===== config.mk =====
export PLATFORM = sky130hd
export DESIGN_NAME = rx_mac_control
export DESIGN_NICKNAME = d
export VERILOG_FILES = /design/src/eth_pkg.sv /design/src/rx_pkg.sv /design/src/crc32_gen.sv /design/src/rx_frame_fsm.sv /design/src/header_extractor.sv /design/src/block_packer.sv /design/src/rx_stats.sv /design/src/rx_mac_control.sv
export SDC_FILE = /design/constraint.sdc
export NUM_CORES = 1
export LEC_CHECK = 0
export ABC_AREA = 1
export BUFFER_PORTS_ARGS = -buffer_cell sky130_fd_sc_hd__buf_2
export CAP_MARGIN = 20
export CORE_ASPECT_RATIO = 0.5
export CORE_MARGIN = 2
export CORE_UTILIZATION = 49
export DETAILED_ROUTE_END_ITERATION = 10
export PLACE_DENSITY = 0.78
export REMOVE_ABC_BUFFERS = 1
export SYNTH_ARGS = -nofsm -noshare
export SYNTH_HDL_FRONTEND = slang
export SYNTH_SLANG_ARGS = --single-unit
export TNS_END_PERCENT = 50

===== constraint.sdc =====
create_clock -name clk -period 7.1 [get_ports clk]
set_clock_uncertainty 0.05 [all_clocks]
set_input_delay 0 -clock clk [delete_from_list [all_inputs] [get_ports clk]]
set_output_delay 0 -clock clk [all_outputs]
set_load 0.01 [all_outputs]

===== src/eth_pkg.sv =====
package eth_pkg;

    // ============================================================
    // gmii framing
    // ============================================================

    // seven of these ahead of the SFD
    localparam logic [7:0] PREAMBLE_BYTE = 8'h55;
    localparam int         PREAMBLE_LEN  = 7;
    localparam logic [7:0] SFD_BYTE      = 8'hD5;

    // frame sizes after the SFD, FCS included
    localparam int MIN_FRAME_BYTES = 64;
    localparam int MAX_FRAME_BYTES = 1518;
    localparam int LEN_W           = $clog2(MAX_FRAME_BYTES + 1);

    // dst + src + ethertype
    localparam int HEADER_BYTES   = 14;
    localparam int MAC_ADDR_BYTES = 6;

    // ============================================================
    // crc-32
    // ============================================================

    localparam logic [31:0] CRC32_POLY_REFLECTED = 32'hEDB88320;
    localparam logic [31:0] CRC32_INIT           = 32'hFFFFFFFF;
    // register value once the FCS itself has been folded in
    localparam logic [31:0] CRC32_RESIDUE        = 32'hDEBB20E3;

    localparam int IFG_BYTES = 12;

endpackage


===== src/rx_pkg.sv =====
package rx_pkg;

    // bytes per output block
    localparam int BLOCK_BYTES = 8;

    // counter widths
    localparam int LANE_W    = $clog2(BLOCK_BYTES);
    localparam int HDR_CNT_W = $clog2(eth_pkg::HEADER_BYTES + 1);
    localparam int PRE_CNT_W = $clog2(eth_pkg::PREAMBLE_LEN + 1);
    localparam int IFG_CNT_W = $clog2(eth_pkg::IFG_BYTES);

    // one frame byte, sof marks the byte right after the SFD
    typedef struct packed {
        logic       valid;
        logic       sof;
        logic [7:0] data;
    } rx_byte_t;

    // single-cycle end of frame marker
    typedef struct packed {
        logic                      valid;
        logic                      error;
        logic                      crc_error;
        logic [eth_pkg::LEN_W-1:0] length;
    } frame_end_t;

    // addresses in wire order, first byte in the top index
    typedef struct packed {
        logic [eth_pkg::MAC_ADDR_BYTES-1:0][7:0] dst_addr;
        logic [eth_pkg::MAC_ADDR_BYTES-1:0][7:0] src_addr;
        logic [15:0]                             eth_type;
    } mac_hdr_t;

    typedef struct packed {
        logic [BLOCK_BYTES-1:0][7:0] data;
        logic                        valid;
        logic                        eof;
        logic                        error;
        logic [eth_pkg::LEN_W-1:0]   length;
    } frame_block_t;

    typedef struct packed {
        logic [31:0] rx_frame_count;
        logic [31:0] rx_error_count;
        logic [31:0] crc_error_count;
        logic [31:0] preamble_error_count;
    } rx_stats_t;

    typedef enum logic [2:0] {
        IDLE,
        PREAMBLE,
        FRAME,
        DRAIN,
        WAIT_IFG
    } rx_state_t;

endpackage


===== src/crc32_gen.sv =====
`timescale 1ns/1ps

module crc32_gen (
    input  logic        clk,
    input  logic        sync_switch_rst_n,
    input  logic        init,
    input  logic        enable,
    input  logic [7:0]  data,
    output logic [31:0] crc
);
    import eth_pkg::*;

    // one byte through the reflected register, lsb first
    function automatic logic [31:0] crc_byte(input logic [31:0] c, input logic [7:0] d);
        logic [31:0] r;
        r = c ^ {24'h0, d};
        // unrolls to eight shift/xor steps
        for (int i = 0; i < 8; i++) begin
            if (r[0]) begin
                r = (r >> 1) ^ CRC32_POLY_REFLECTED;
            end else begin
                r = r >> 1;
            end
        end
        return r;
    endfunction

    always_ff @(posedge clk or negedge sync_switch_rst_n) begin
        if (!sync_switch_rst_n) begin
            crc <= CRC32_INIT;
        end else if (init) begin
            // reseed on every SFD
            crc <= CRC32_INIT;
        end else if (enable) begin
            crc <= crc_byte(crc, data);
        end
    end

endmodule


===== src/rx_frame_fsm.sv =====
`timescale 1ns/1ps

module rx_frame_fsm (
    input  logic               clk,
    input  logic               sync_switch_rst_n,
    input  logic [7:0]         gmii_rx_data,
    input  logic               gmii_rx_dv,
    input  logic               gmii_rx_er,
    output rx_pkg::rx_byte_t   rx_byte,
    output rx_pkg::frame_end_t frame_end,
    output logic               preamble_error
);
    import eth_pkg::*;
    import rx_pkg::*;

    rx_state_t             state;
    logic [PRE_CNT_W-1:0]  pre_cnt;
    logic [LEN_W-1:0]      byte_cnt;
    logic [IFG_CNT_W-1:0]  ifg_cnt;
    // er seen or bytes past the size limit
    logic                  err_sticky;
    logic                  first_byte;
    logic [31:0]           crc;
    logic                  sfd_hit;
    logic                  take_byte;
    logic                  frame_done;
    logic                  crc_bad;

    // seventh preamble byte already counted, this one is the SFD
    assign sfd_hit = (state == PREAMBLE) && gmii_rx_dv && !gmii_rx_er &&
                     (pre_cnt == PRE_CNT_W'(PREAMBLE_LEN)) && (gmii_rx_data == SFD_BYTE);
    assign take_byte  = (state == FRAME) && gmii_rx_dv && !gmii_rx_er;
    // first dv-low cycle after the SFD
    assign frame_done = ((state == FRAME) || (state == DRAIN)) && !gmii_rx_dv;
    assign crc_bad    = (crc != CRC32_RESIDUE);

    crc32_gen u_crc (
        .clk               (clk),
        .sync_switch_rst_n (sync_switch_rst_n),
        .init              (sfd_hit),
        .enable            (take_byte),
        .data              (gmii_rx_data),
        .crc               (crc)
    );

    always_ff @(posedge clk or negedge sync_switch_rst_n) begin
        if (!sync_switch_rst_n) begin
            state          <= IDLE;
            pre_cnt        <= '0;
            byte_cnt       <= '0;
            ifg_cnt        <= '0;
            err_sticky     <= 1'b0;
            first_byte     <= 1'b0;
            rx_byte        <= '0;
            frame_end      <= '0;
            preamble_error <= 1'b0;
        end else begin
            // stream is one cycle behind gmii
            rx_byte.valid <= take_byte;
            rx_byte.sof   <= take_byte && first_byte;
            rx_byte.data  <= gmii_rx_data;

            // crc already holds the last byte on the frame_done cycle
            frame_end.valid     <= frame_done;
            frame_end.error     <= frame_done && (err_sticky || crc_bad ||
                                   (byte_cnt < LEN_W'(MIN_FRAME_BYTES)));
            frame_end.crc_error <= frame_done && crc_bad && !err_sticky;
            frame_end.length    <= byte_cnt;

            preamble_error <= (state == PREAMBLE) && gmii_rx_er;

            case (state)
                IDLE: begin
                    if (gmii_rx_dv && !gmii_rx_er && gmii_rx_data == PREAMBLE_BYTE) begin
                        pre_cnt <= PRE_CNT_W'(1);
                        state   <= PREAMBLE;
                    end
                end
                PREAMBLE: begin
                    if (sfd_hit) begin
                        byte_cnt   <= '0;
                        err_sticky <= 1'b0;
                        first_byte <= 1'b1;
                        state      <= FRAME;
                    end else if (!gmii_rx_dv || gmii_rx_er) begin
                        state <= IDLE;
                    end else if (pre_cnt == PRE_CNT_W'(PREAMBLE_LEN) ||
                                 gmii_rx_data != PREAMBLE_BYTE) begin
                        // bad sfd or bad preamble byte, dropped quietly
                        state <= IDLE;
                    end else begin
                        pre_cnt <= pre_cnt + 1'b1;
                    end
                end
                FRAME: begin
                    if (frame_done) begin
                        ifg_cnt <= '0;
                        state   <= WAIT_IFG;
                    end else if (gmii_rx_er) begin
                        err_sticky <= 1'b1;
                        state      <= DRAIN;
                    end else begin
                        byte_cnt   <= byte_cnt + 1'b1;
                        first_byte <= 1'b0;
                        // stop forwarding at max size
                        if (byte_cnt == LEN_W'(MAX_FRAME_BYTES - 1)) begin
                            state <= DRAIN;
                        end
                    end
                end
                DRAIN: begin
                    if (frame_done) begin
                        ifg_cnt <= '0;
                        state   <= WAIT_IFG;
                    end else begin
                        // any byte here means oversize
                        err_sticky <= 1'b1;
                    end
                end
                WAIT_IFG: begin
                    if (ifg_cnt == IFG_CNT_W'(IFG_BYTES - 1)) begin
                        state <= IDLE;
                    end else begin
                        ifg_cnt <= ifg_cnt + 1'b1;
                    end
                end
                default: state <= IDLE;
            endcase
        end
    end

    a_end_not_byte: assert property (@(posedge clk) disable iff (!sync_switch_rst_n)
        frame_end.valid |-> !rx_byte.valid);

    a_len_max: assert property (@(posedge clk) disable iff (!sync_switch_rst_n)
        frame_end.valid |-> frame_end.length <= LEN_W'(MAX_FRAME_BYTES));

endmodule


===== src/header_extractor.sv =====
`timescale 1ns/1ps

module header_extractor (
    input  logic             clk,
    input  logic             sync_switch_rst_n,
    input  rx_pkg::rx_byte_t rx_byte,
    output rx_pkg::mac_hdr_t mac_hdr,
    output logic             dst_valid,
    output logic             src_valid,
    output logic             type_valid
);
    import eth_pkg::*;
    import rx_pkg::*;

    // parked at HEADER_BYTES between frames
    logic [HDR_CNT_W-1:0] hdr_cnt;
    logic [HDR_CNT_W-1:0] idx;
    logic                 take;

    assign idx  = rx_byte.sof ? '0 : hdr_cnt;
    assign take = rx_byte.valid && (idx < HDR_CNT_W'(HEADER_BYTES));

    always_ff @(posedge clk or negedge sync_switch_rst_n) begin
        if (!sync_switch_rst_n) begin
            hdr_cnt    <= HDR_CNT_W'(HEADER_BYTES);
            dst_valid  <= 1'b0;
            src_valid  <= 1'b0;
            type_valid <= 1'b0;
        end else begin
            if (take) begin
                hdr_cnt <= idx + 1'b1;
            end
            // pulse on the last byte of each field
            dst_valid  <= take && (idx == HDR_CNT_W'(MAC_ADDR_BYTES - 1));
            src_valid  <= take && (idx == HDR_CNT_W'(2 * MAC_ADDR_BYTES - 1));
            type_valid <= take && (idx == HDR_CNT_W'(HEADER_BYTES - 1));
        end
    end

    // field shift registers
    always_ff @(posedge clk) begin
        if (take) begin
            if (idx < HDR_CNT_W'(MAC_ADDR_BYTES)) begin
                mac_hdr.dst_addr <= {mac_hdr.dst_addr[MAC_ADDR_BYTES-2:0], rx_byte.data};
            end else if (idx < HDR_CNT_W'(2 * MAC_ADDR_BYTES)) begin
                mac_hdr.src_addr <= {mac_hdr.src_addr[MAC_ADDR_BYTES-2:0], rx_byte.data};
            end else begin
                mac_hdr.eth_type <= {mac_hdr.eth_type[7:0], rx_byte.data};
            end
        end
    end

    a_one_valid: assert property (@(posedge clk) disable iff (!sync_switch_rst_n)
        $onehot0({dst_valid, src_valid, type_valid}));

endmodule


===== src/block_packer.sv =====
`timescale 1ns/1ps

module block_packer (
    input  logic                 clk,
    input  logic                 sync_switch_rst_n,
    input  rx_pkg::rx_byte_t     rx_byte,
    input  rx_pkg::frame_end_t   frame_end,
    output rx_pkg::frame_block_t frame_block
);
    import rx_pkg::*;

    // bytes held in the current block
    logic [LANE_W-1:0]           lane_cnt;
    logic [LANE_W-1:0]           lane_idx;
    logic [BLOCK_BYTES-1:0][7:0] blk_buf;
    logic [BLOCK_BYTES-1:0][7:0] blk_next;
    logic [BLOCK_BYTES-1:0][7:0] blk_padded;

    // sof forces a fresh block
    assign lane_idx = rx_byte.sof ? '0 : lane_cnt;
    // newest byte enters lane 0, oldest climbs toward the top lane
    assign blk_next = {blk_buf[BLOCK_BYTES-2:0], rx_byte.data};
    // move a partial block to the top lanes, zeros below
    assign blk_padded = blk_buf << (8 * (BLOCK_BYTES - int'(lane_cnt)));

    always_ff @(posedge clk) begin
        if (rx_byte.valid) begin
            blk_buf <= blk_next;
        end
    end

    // ============================================================
    // block output
    // ============================================================

    always_ff @(posedge clk or negedge sync_switch_rst_n) begin
        if (!sync_switch_rst_n) begin
            lane_cnt    <= '0;
            frame_block <= '0;
        end else begin
            frame_block.valid <= 1'b0;
            frame_block.eof   <= 1'b0;
            if (rx_byte.valid) begin
                // wraps to zero after the last lane
                lane_cnt <= lane_idx + 1'b1;
                if (lane_idx == LANE_W'(BLOCK_BYTES - 1)) begin
                    frame_block.valid <= 1'b1;
                    frame_block.data  <= blk_next;
                end
            end else if (frame_end.valid) begin
                lane_cnt <= '0;
                // valid only when a partial block is pending
                frame_block.valid  <= (lane_cnt != '0);
                frame_block.eof    <= 1'b1;
                frame_block.data   <= blk_padded;
                frame_block.error  <= frame_end.error;
                frame_block.length <= frame_end.length;
            end
        end
    end

    a_eof_len: assert property (@(posedge clk) disable iff (!sync_switch_rst_n)
        frame_block.eof && !frame_block.error |-> frame_block.length != '0);

endmodule


===== src/rx_stats.sv =====
`timescale 1ns/1ps

module rx_stats (
    input  logic               clk,
    input  logic               sync_switch_rst_n,
    input  rx_pkg::frame_end_t frame_end,
    input  logic               preamble_error,
    output rx_pkg::rx_stats_t  stats
);
    import rx_pkg::*;

    // free-running, wrap at 2^32
    always_ff @(posedge clk or negedge sync_switch_rst_n) begin
        if (!sync_switch_rst_n) begin
            stats <= '0;
        end else begin
            if (frame_end.valid) begin
                // every frame end counts, good or bad
                stats.rx_frame_count <= stats.rx_frame_count + 32'd1;
                if (frame_end.error) begin
                    stats.rx_error_count <= stats.rx_error_count + 32'd1;
                end
                if (frame_end.crc_error) begin
                    stats.crc_error_count <= stats.crc_error_count + 32'd1;
                end
            end
            // no frame end for these
            if (preamble_error) begin
                stats.preamble_error_count <= stats.preamble_error_count + 32'd1;
            end
        end
    end

endmodule


===== src/rx_mac_control.sv =====
`timescale 1ns/1ps

module rx_mac_control (
    input  logic                 clk,
    input  logic                 sync_switch_rst_n,
    input  logic [7:0]           gmii_rx_data,
    input  logic                 gmii_rx_dv,
    input  logic                 gmii_rx_er,
    output rx_pkg::mac_hdr_t     mac_hdr,
    output logic                 dst_valid,
    output logic                 src_valid,
    output logic                 type_valid,
    output rx_pkg::frame_block_t frame_block,
    output rx_pkg::rx_stats_t    stats
);
    import rx_pkg::*;

    // fsm to header, packer and stats
    rx_byte_t   rx_byte;
    frame_end_t frame_end;
    logic       preamble_error;

    rx_frame_fsm u_fsm (
        .clk               (clk),
        .sync_switch_rst_n (sync_switch_rst_n),
        .gmii_rx_data      (gmii_rx_data),
        .gmii_rx_dv        (gmii_rx_dv),
        .gmii_rx_er        (gmii_rx_er),
        .rx_byte           (rx_byte),
        .frame_end         (frame_end),
        .preamble_error    (preamble_error)
    );

    header_extractor u_hdr (
        .clk               (clk),
        .sync_switch_rst_n (sync_switch_rst_n),
        .rx_byte           (rx_byte),
        .mac_hdr           (mac_hdr),
        .dst_valid         (dst_valid),
        .src_valid         (src_valid),
        .type_valid        (type_valid)
    );

    block_packer u_pack (
        .clk               (clk),
        .sync_switch_rst_n (sync_switch_rst_n),
        .rx_byte           (rx_byte),
        .frame_end         (frame_end),
        .frame_block       (frame_block)
    );

    rx_stats u_stats (
        .clk               (clk),
        .sync_switch_rst_n (sync_switch_rst_n),
        .frame_end         (frame_end),
        .preamble_error    (preamble_error),
        .stats             (stats)
    );

endmodule


# == Yosys cells after proc, flatten, opt, wreduce, memory -nomap -nowiden ==
# Index checks and enable logic that the tools add are counted.
# word_totals
inputBits,12
ff_bits,472
word_cells,224
# classes
shift,1
bitwise_logic,12
mux,62
magnitude_cmp,4
eq_ne,31
n_reduce_logical,47
n_addsub,10
# op_table
cell,count
two-way mux 32 bit,24
two-way mux 65 bit,2
adder 32 x 1 -> 32 bit (second input constant),4
inverter 13 -> 14 bit,8
two-way mux 78 bit,1
left shift 64 x 32 -> 64 bit,1
two-way mux 3 bit,15
two-way mux 11 bit,3
inequality test 32 bit (second input constant),1
bitwise XOR 32 x 8 -> 32 bit,1
case mux 11 bit (2 select lines),1
logical AND 1 bit,18
inequality test 2 bit (second input constant),8
case mux 3 bit (5 select lines),1
AND reduction 5 bit,3
two-way mux 13 bit,1
equality test 4 bit (second input constant),3
two-way mux 4 bit,3
inequality test 2 x 1 -> 1 bit (second input constant),6
adder 11 x 1 -> 11 bit (second input constant),1
equality test 11 bit (second input constant),1
< comparator 11 x 7 -> 1 bit (second input constant),1
AND reduction 2 bit,5
nonzero test 2 bit,5
26 further kinds,50

# == Longest topological paths before layout ==
# Gate-level depths: netlist of the first run.
# depth
depth_word,34
ltp_mapped,16
mapped_depth_nobuf,13

# == Cells and area by module ==
# From an unflattened synthesis of the first run, not the netlist that was laid out.
# hier_totals
hier_cells,2542
area_unflattened_um2,22716.8
# by_module_without_submodules
module,n_inst,cells_each,area_per_inst_um2
block_packer,1,888,7272.0
rx_stats,1,852,6889.1
header_extractor,1,162,3766.1
crc32_gen,1,350,2427.3
rx_frame_fsm,1,290,2362.3

# == Worst setup path after synthesis of the first run ==
# No wires, ideal clock.
# synth_timing
path_type,flip-flop to flip-flop
startpoint,"register, netlist name u_fsm.rx_byte[9]"
endpoint,"register, netlist name u_hdr.mac_hdr[16]"
stages_incl_launch_ff,4
t_required_ns,6.597
arrival_time_ns,4.308
setup_ns,0.453
path_slack_ns,2.288
path_buffers,1
path_cell_list,dfrtp_1 -> buf_2 -> o21ai_1 -> nor2_1
# synth_between
elab_chain_cells,2
# synth_lines
element,line,source
logical AND 1 bit,header_extractor.sv:21,assign take = rx_byte.valid && (idx < HDR_CNT_W'(HEADER_BYTES));
AND reduction 3 bit (no source line),--,
# No other way between the ends.
# A chain may end at the register's enable or synchronous reset.

# == Worst setup path after layout of the first run ==
# layout_timing
startpoint,register u_pack.lane_cnt[0]
endpoint,"register, netlist name u_pack.frame_block[69]"
# layout_between
elab_chain_cells,4
word_cells_on_any_way,8
cone_classes,add/sub: 1; eq/ne: 2; shift: 1; mux: 3; reduce/logical: 1
# layout_lines
element,line,source
start: declaration,block_packer.sv:13,logic [LANE_W-1:0] lane_cnt;
start signal: assignment,block_packer.sv:45,lane_cnt <= lane_idx + 1'b1;
subtractor 4 x 3 -> 5 bit or two-way mux 3 bit (tied branches),"block_packer.sv:24, block_packer.sv:20",
left shift 64 x 32 -> 64 bit or equality test 3 bit (tied branches),"block_packer.sv:24, block_packer.sv:46",
two-way mux 78 bit or inequality test 2 x 1 -> 1 bit (tied branches),--,
two-way mux 65 bit or AND reduction 2 bit (tied branches),--,
# Parallel ways exist; a longest one is shown, timed or not. The select of a mux whose other input is x is not followed.

==> flow_metrics.py, run 1 <==
metrics = {
    "outcome": {
        "run_status": "complete, no violations",
    },
    "timing": {
        "whs_ns": 0.00882,
        "worst_slack_ns": 3.66,
        "finalCritPeriodShare": 0.485,
        "rsz0062_at_grt": "false",
        "finalSetupViolCount": 0,
        "tightest_slew_ns": 1.00,
        "fin_tns_setup_ns": 0,
        "max_freq_mhz": 290,
        "hold_viol": 0,
        "period_minus_slack_ns": 3.44,
        "slew_headroom": 0.332,
        "final_max_slew_viol_count": 0,
    },
    "drt": {
        "routedWlPerCell_um": 16.9,
        "via_per_inst": 5.35,
        "drt_iter0_drc": 1645,
        "wirelength_um": 57100,
        "ant_nets": 0,
        "route.detailed.drc": 0,
        "vias": 18100,
        "dr.pass1.iters": 6,
    },
    "clock_tree": {
        "cts-root-buf": "clkbuf_16",
        "post-cts-setup-buffers": 0,
        "clkSinkCount": 472,
        "clkTransAtPathRegs_ns": 0.07,
        "cts_tree": "built",
        "cts_inserted_buffers": 45,
        "clk_latency_ns": 0.58,
        "cts_resized": 0,
        "h-tree-depth": 2,
        "cts.path.max_buffers": 3,
    },
    "logic_synthesis": {
        "synth_ff_type": "dfrtp_1",
        "yosysWarnings": 0,
        "yosysTopAreaCell": "dfrtp_1",
        "synth_cell_types": 51,
        "netlist_instances": 2406,
        "synth-seq-cells": 472,
        "synth_top_area_frac": 0.294,
        "syn_avg_cell_area_sq_um": 9.24,
        "synth.area.top_cells": "dfrtp_1 (29%), edfxtp_1 (24%), nand2_1 (12%)",
        "synth_common_cells": "nand2_1 (683), inv_1 (275), dfrtp_1 (261), edfxtp_1 (176), nor2_1 (166)",
        "ys_seq_area_frac": 0.573,
        "synth_edf_count": 176,
        "synth_area_sq_um": 22200,
        "synthArstFlopShare": 0.627,
        "yosysMostFrequentCell": "nand2_1",
    },
    "job": {
        "drv_cap": 0,
    },
    "power_and_ir_drop": {
        "irDropWorstVdd_v": 0.000156,
        "p_leak_nw": 12.4,
        "clkPwrFrac": 0.449,
        "p_comb_frac": 0.047,
        "seqPwrFrac": 0.504,
        "swShare": 0.225,
        "intPower_mw": 4.42,
        "p_per_area_nw_per_um2": 217,
        "p_sw_mw": 1.28,
    },
    "setup_path": {
        "cp.required_ns": 7.57,
        "arrival_ns": 3.91,
        "cp-end-kind": "flip-flop",
        "reg2reg_from": "u_pack.lane_cnt[0]$_DFFE_PN0P_",
        "startpoint_type": "flip-flop",
        "path_class": "flip-flop to flip-flop",
        "startpoint": "u_pack.lane_cnt[0]$_DFFE_PN0P_",
        "rr_worst_depth": 14,
        "critPathMaxFanout": 44,
    },
    "placement": {
        "port_buffers": 332,
        "gp_congestion": 0.949,
        "preCtsSetupSlack_ns": 3.53,
        "dp.final_hpwl_um": 39800,
    },
    "global_routing": {
        "grt_pass1_vias": 17200,
        "grt.overflow.total": 0,
        "antenna_found_initial": 1,
        "track_usage": 0.239,
        "grt_max_degree": 143,
        "grt_pass1_wl_um": 91700,
    },
    "hold_path": {
        "hp-class": "primary input to async pin",
    },
    "layout": {
        "area_growth_pct": 17.9,
        "final_nets": 2774,
        "n_antenna_cell": 0,
        "final_layout_size_suffix_gt1_frac": 0.186,
    },
    "floorplan": {
        "coreArea_sq_um": 45000,
        "initial_utilization": 0.494,
        "rows": 55,
        "die_h_um": 155,
        "die-area_sq_um": 47200,
        "die_x_um": 305,
        "io_pins": 333,
    },
}
[registers in the layout (all words and copies together) (netlist names)]
| register | flops |
|---|---|
| u_fsm.byte_cnt | 11 |
| u_fsm.err_sticky | 1 |
| u_fsm.first_byte | 1 |
| u_fsm.frame_end | 14 |
| u_fsm.ifg_cnt | 4 |
| u_fsm.pre_cnt | 3 |
| u_fsm.preamble_error | 1 |
| u_fsm.rx_byte | 10 |
| u_fsm.state | 3 |
| u_fsm.u_crc.crc | 32 |
| u_hdr.dst_valid | 1 |
| u_hdr.hdr_cnt | 4 |
| u_hdr.mac_hdr | 112 |
| u_hdr.src_valid | 1 |
| u_hdr.type_valid | 1 |
| u_pack.blk_buf | 64 |
| u_pack.frame_block | 78 |
| u_pack.lane_cnt | 3 |
| u_stats.stats | 128 |
[power by group through the flow]
stage	Clock (mW)	Combinational [mW]	Sequential (mW)
floorplan	0	0.159	2.92
global placement	0	0.252	2.92
detailed placement	0	0.259	2.93
CTS	2.61	0.265	2.87
global route	2.71	0.306	2.87
finish	2.56	0.267	2.87
[placed cells by master (no fill, tap or decap), types with 11 or more instances in the layout]
cell             n
o22ai_1         20
buf_4           12
dfstp_2         35
buf_2          331
nor3_1          64
nand2_1        683
nand4_1         46
o211ai_1        37
a21oi_1         19
nand3_1        140
edfxtp_1       176
xnor2_1         39
dfrtp_1        259
xor2_1         104
ha_1            15
a22oi_1         21
nand2_2         12
clkbuf_1        11
dlygate4sd3_1   11
clkbuf_16       48
nor2_4          17
o21ai_0        136
inv_1          275
nor2_1         164
[final cells by class]
cell class	count	area, sq um
clock buffer	65	1330
sequential	472	12700
multi-input combinational	1589	8170
clock inverter	18	248
tap	598	748
fill	3845	18800
timing repair buffer	358	1930
inverter	281	1060
[through the flow]
step                      cells  cell area, sq um  utilization  power (mW)
final                      3381             26200        0.583        5.70
after global routing       3381             26200        0.583        5.89
after CTS                  3379             26200        0.582        5.75
after detailed placement   3285             24500        0.544        3.18
after global placement     3285             24500        0.544        3.18
after floorplan            2342             21900            -        3.08
[worst max-delay path, cell delays in order (launching register included)]
cell      delay, ns
dfrtp_2        0.40
inv_1          0.05
buf_4          0.40
nor2_1         0.12
ha_1           0.22
ha_1           0.19
nand2_1        0.05
buf_4          0.38
inv_2          0.39
nor2_4         0.22
buf_4          0.46
a21oi_1        0.09
o211ai_1       0.14
o21ai_0        0.14
inv_1          0.07
[metal layers]
layer / track usage / share of wire
met5: 0 / 0
met4: 0.0769 / 0.031
met3: 0.0318 / 0.057
met2: 0.406 / 0.49
met1: 0.321 / 0.42
[worst paths after layout]
path,to,slack (ns)
max,u_pack.frame_block[69]$_DFFE_PN0P_,3.66
min,u_stats.stats[7]$_DFFE_PN0P_,0.009
max reg2reg,u_pack.frame_block[69]$_DFFE_PN0P_,3.66
min reg2reg,u_fsm.frame_end[10]$_DFF_PN0_,0.36
max in group asynchronous,u_stats.stats[68]$_DFFE_PN0P_,5.64
min in group clk,u_fsm.rx_byte[0]$_DFF_PN0_,0.09
[repair_timing]
item | CTS | global route
hold buffers | 11 | 0
endpoints found under the hold margin | 109 | 0
endpoints found under the setup margin | 0 | 0
[kinds of logic (layout without fill, tap and decap cells)]
logic type,count (synthesis),after routing,synth area share
AO/OA/AOI/OAI,259,259,0.0687
XOR/XNOR,143,143,0.0563
adder cells (fa/ha/maj),15,15,0.00844
buffers and inverters,345,722,0.0603
flip-flops,472,472,0.573
multiplexers,5,5,0.00225
AND/OR/NAND/NOR,1167,1167,0.231
Power figures use the tool's default switching activity.
==> run 2: changes to the inputs <==
Clock period 7.1 ns to 3.25 ns, I/O delays scaled along.
==> flow_metrics.py, run 2 (same netlist as run 1, synthesis figures left out) <==
metrics = {
    "layout": {
        "n_antenna_cell": 0,
        "final_common_cell": "nand2_1",
        "final_nets": 2786,
        "top_regs": "u_stats.stats x128, u_hdr.mac_hdr x112, u_pack.frame_block x78",
        "final_layout_size_suffix_gt1_frac": 0.189,
        "regMostFlops": "u_stats.stats",
        "largest_reg_flops": 128,
        "area_growth_pct": 17.5,
        "design_area_sq_um": 26100,
        "layout_common_cells": "nand2_1 (683), buf_2 (331), inv_1 (275), dfrtp_1 (259), edfxtp_1 (176)",
    },
    "floorplan": {
        "rows": 55,
        "die-area_sq_um": 47200,
        "die_h_um": 155,
        "initial_utilization": 0.494,
        "die_x_um": 305,
        "coreArea_sq_um": 45000,
        "io_pins": 333,
    },
    "job": {
        "drv_cap": 0,
    },
    "drt": {
        "via_per_inst": 5.26,
        "ant_nets": 0,
        "route.detailed.drc": 0,
        "wirelength_um": 57400,
        "drt_iter0_drc": 1545,
        "dr.pass1.iters": 7,
        "routedWlPerCell_um": 16.9,
        "vias": 17800,
    },
    "timing": {
        "period_minus_slack_ns": 2.46,
        "slew_headroom": 0.376,
        "finalSetupViolCount": 0,
        "hold_viol": 0,
        "max_freq_mhz": 407,
        "whs_ns": 0.00410,
        "final_max_slew_viol_count": 0,
        "tightest_slew_ns": 0.936,
        "finalCritPeriodShare": 0.756,
        "rsz0062_at_grt": "false",
    },
    "placement": {
        "port_buffers": 332,
        "dp.final_hpwl_um": 40900,
        "gp_congestion": 0.927,
        "placed_area_sq_um": 24600,
    },
    "setup_path": {
        "arrival_ns": 2.92,
        "reg2reg_slack_ns": 0.79,
        "startpoint_type": "flip-flop",
        "path_class": "flip-flop to flip-flop",
        "cp.required_ns": 3.71,
        "critPathMaxFanout": 54,
        "cp-end-kind": "flip-flop",
    },
    "global_routing": {
        "grt_max_degree": 107,
        "grt_pass1_wl_um": 91700,
        "grt.overflow.total": 0,
        "grt_pass1_vias": 16900,
        "antenna_found_initial": 0,
        "track_usage": 0.241,
    },
    "power_and_ir_drop": {
        "irDropWorstVdd_v": 0.000339,
        "p_leak_nw": 12.4,
        "p_sw_mw": 2.76,
        "p_comb_frac": 0.050,
        "seqPwrFrac": 0.528,
        "swShare": 0.232,
        "clkPwrFrac": 0.422,
        "p_per_area_nw_per_um2": 455,
        "intPower_mw": 9.13,
    },
    "clock_tree": {
        "cts-root-buf": "clkbuf_16",
        "post-cts-setup-buffers": 0,
        "clkSinkCount": 472,
        "clk_latency_ns": 0.57,
        "cts_tree": "built",
        "cts.path.max_buffers": 3,
        "cts_inserted_buffers": 43,
        "h-tree-depth": 2,
        "clkTransAtPathRegs_ns": 0.07,
    },
    "outcome": {
        "run_status": "complete, no violations",
    },
    "hold_path": {
        "hp-class": "primary input to async pin",
    },
}
==> run 2: changes by cell type in the layout (fill, tap and decap cells not counted), sizes merged <==
cell / before / now
buf: 347 / 361
clkbuf: 65 / 57
clkinv: 10 / 18
bufinv: 5 / 2
clkinvlp: 2 / 1
inv: 282 / 283
==> run 2: through the flow <==
step | cells | util | TNS (ns) | setup slack (ns) | power [mW]
6_report | 3392 | 0.580 | 0 | 0.791 | 11.9
5_1_grt | 3392 | 0.580 | 0 | 0.600 | 12.3
4_1_cts | 3392 | 0.580 | 0 | 0.825 | 12.0
3_5_place_dp | 3301 | 0.547 | 0 | 0.837 | 6.97
3_3_place_gp | 3301 | 0.547 | 0 | 0.901 | 6.95
2_1_floorplan | 2342 | - | -264.67 | -2.09 | 6.73
==> run 2: final cells by class <==
cell class	instances	area (sq um)
Fill cell	3866	18900
Sequential cell	472	12700
Timing Repair Buffer	372	2040
Inverter	281	1060
Multi-Input combinational cell	1589	8170
Clock buffer	57	1170
Clock inverter	23	203
Tap cell	598	748
==> run 2: routing by layer <==
metal | part of all wire | global-route usage | vias up
li1 | - | - | 8597
met1 | 0.43 | 0.332 | 8484
met2 | 0.48 | 0.401 | 634
met3 | 0.057 | 0.0315 | 116
met4 | 0.030 | 0.0734 | 0
met5 | 0 | 0 | -
==> run 2: power by group through the flow <==
stage	sequential, mW	clock (mW)	combinational, mW
floorplan	6.38	0	0.347
finish	6.27	5.02	0.592
CTS	6.27	5.13	0.591
global placement	6.39	0	0.565
global route	6.28	5.37	0.673
detailed placement	6.39	0	0.578
==> run 2: worst max-delay path, stage by stage, from the launching register on <==
cell	delay, ns
dfrtp_2	0.40
inv_1	0.07
buf_4	0.29
ha_1	0.21
ha_1	0.26
nor2_4	0.14
buf_4	0.50
o211ai_1	0.19
o211ai_1	0.11
o21ai_0	0.11
inv_1	0.06
==> run 2: path summary, 6_finish.rpt <==
kind	to	startpoint	cells after the start
max	u_pack.frame_block[69]$_DFFE_PN0P_	u_pack.lane_cnt[0]$_DFFE_PN0P_	10
min	u_stats.stats[11]$_DFFE_PN0P_	sync_switch_rst_n	2
max reg2reg	u_pack.frame_block[69]$_DFFE_PN0P_	u_pack.lane_cnt[0]$_DFFE_PN0P_	10
min reg2reg	u_fsm.frame_end[10]$_DFF_PN0_	u_fsm.byte_cnt[10]$_DFFE_PN0P_	0
max in group asynchronous	u_stats.stats[44]$_DFFE_PN0P_	sync_switch_rst_n	3
min in group clk	u_fsm.rx_byte[5]$_DFF_PN0_	gmii_rx_data[5]	2
==> run 2: what timing repair did <==
action                                 in CTS  in global routing
hold buffers                               11                  0
endpoints found under the hold margin     123                  0
gates resized for setup                     0                  0
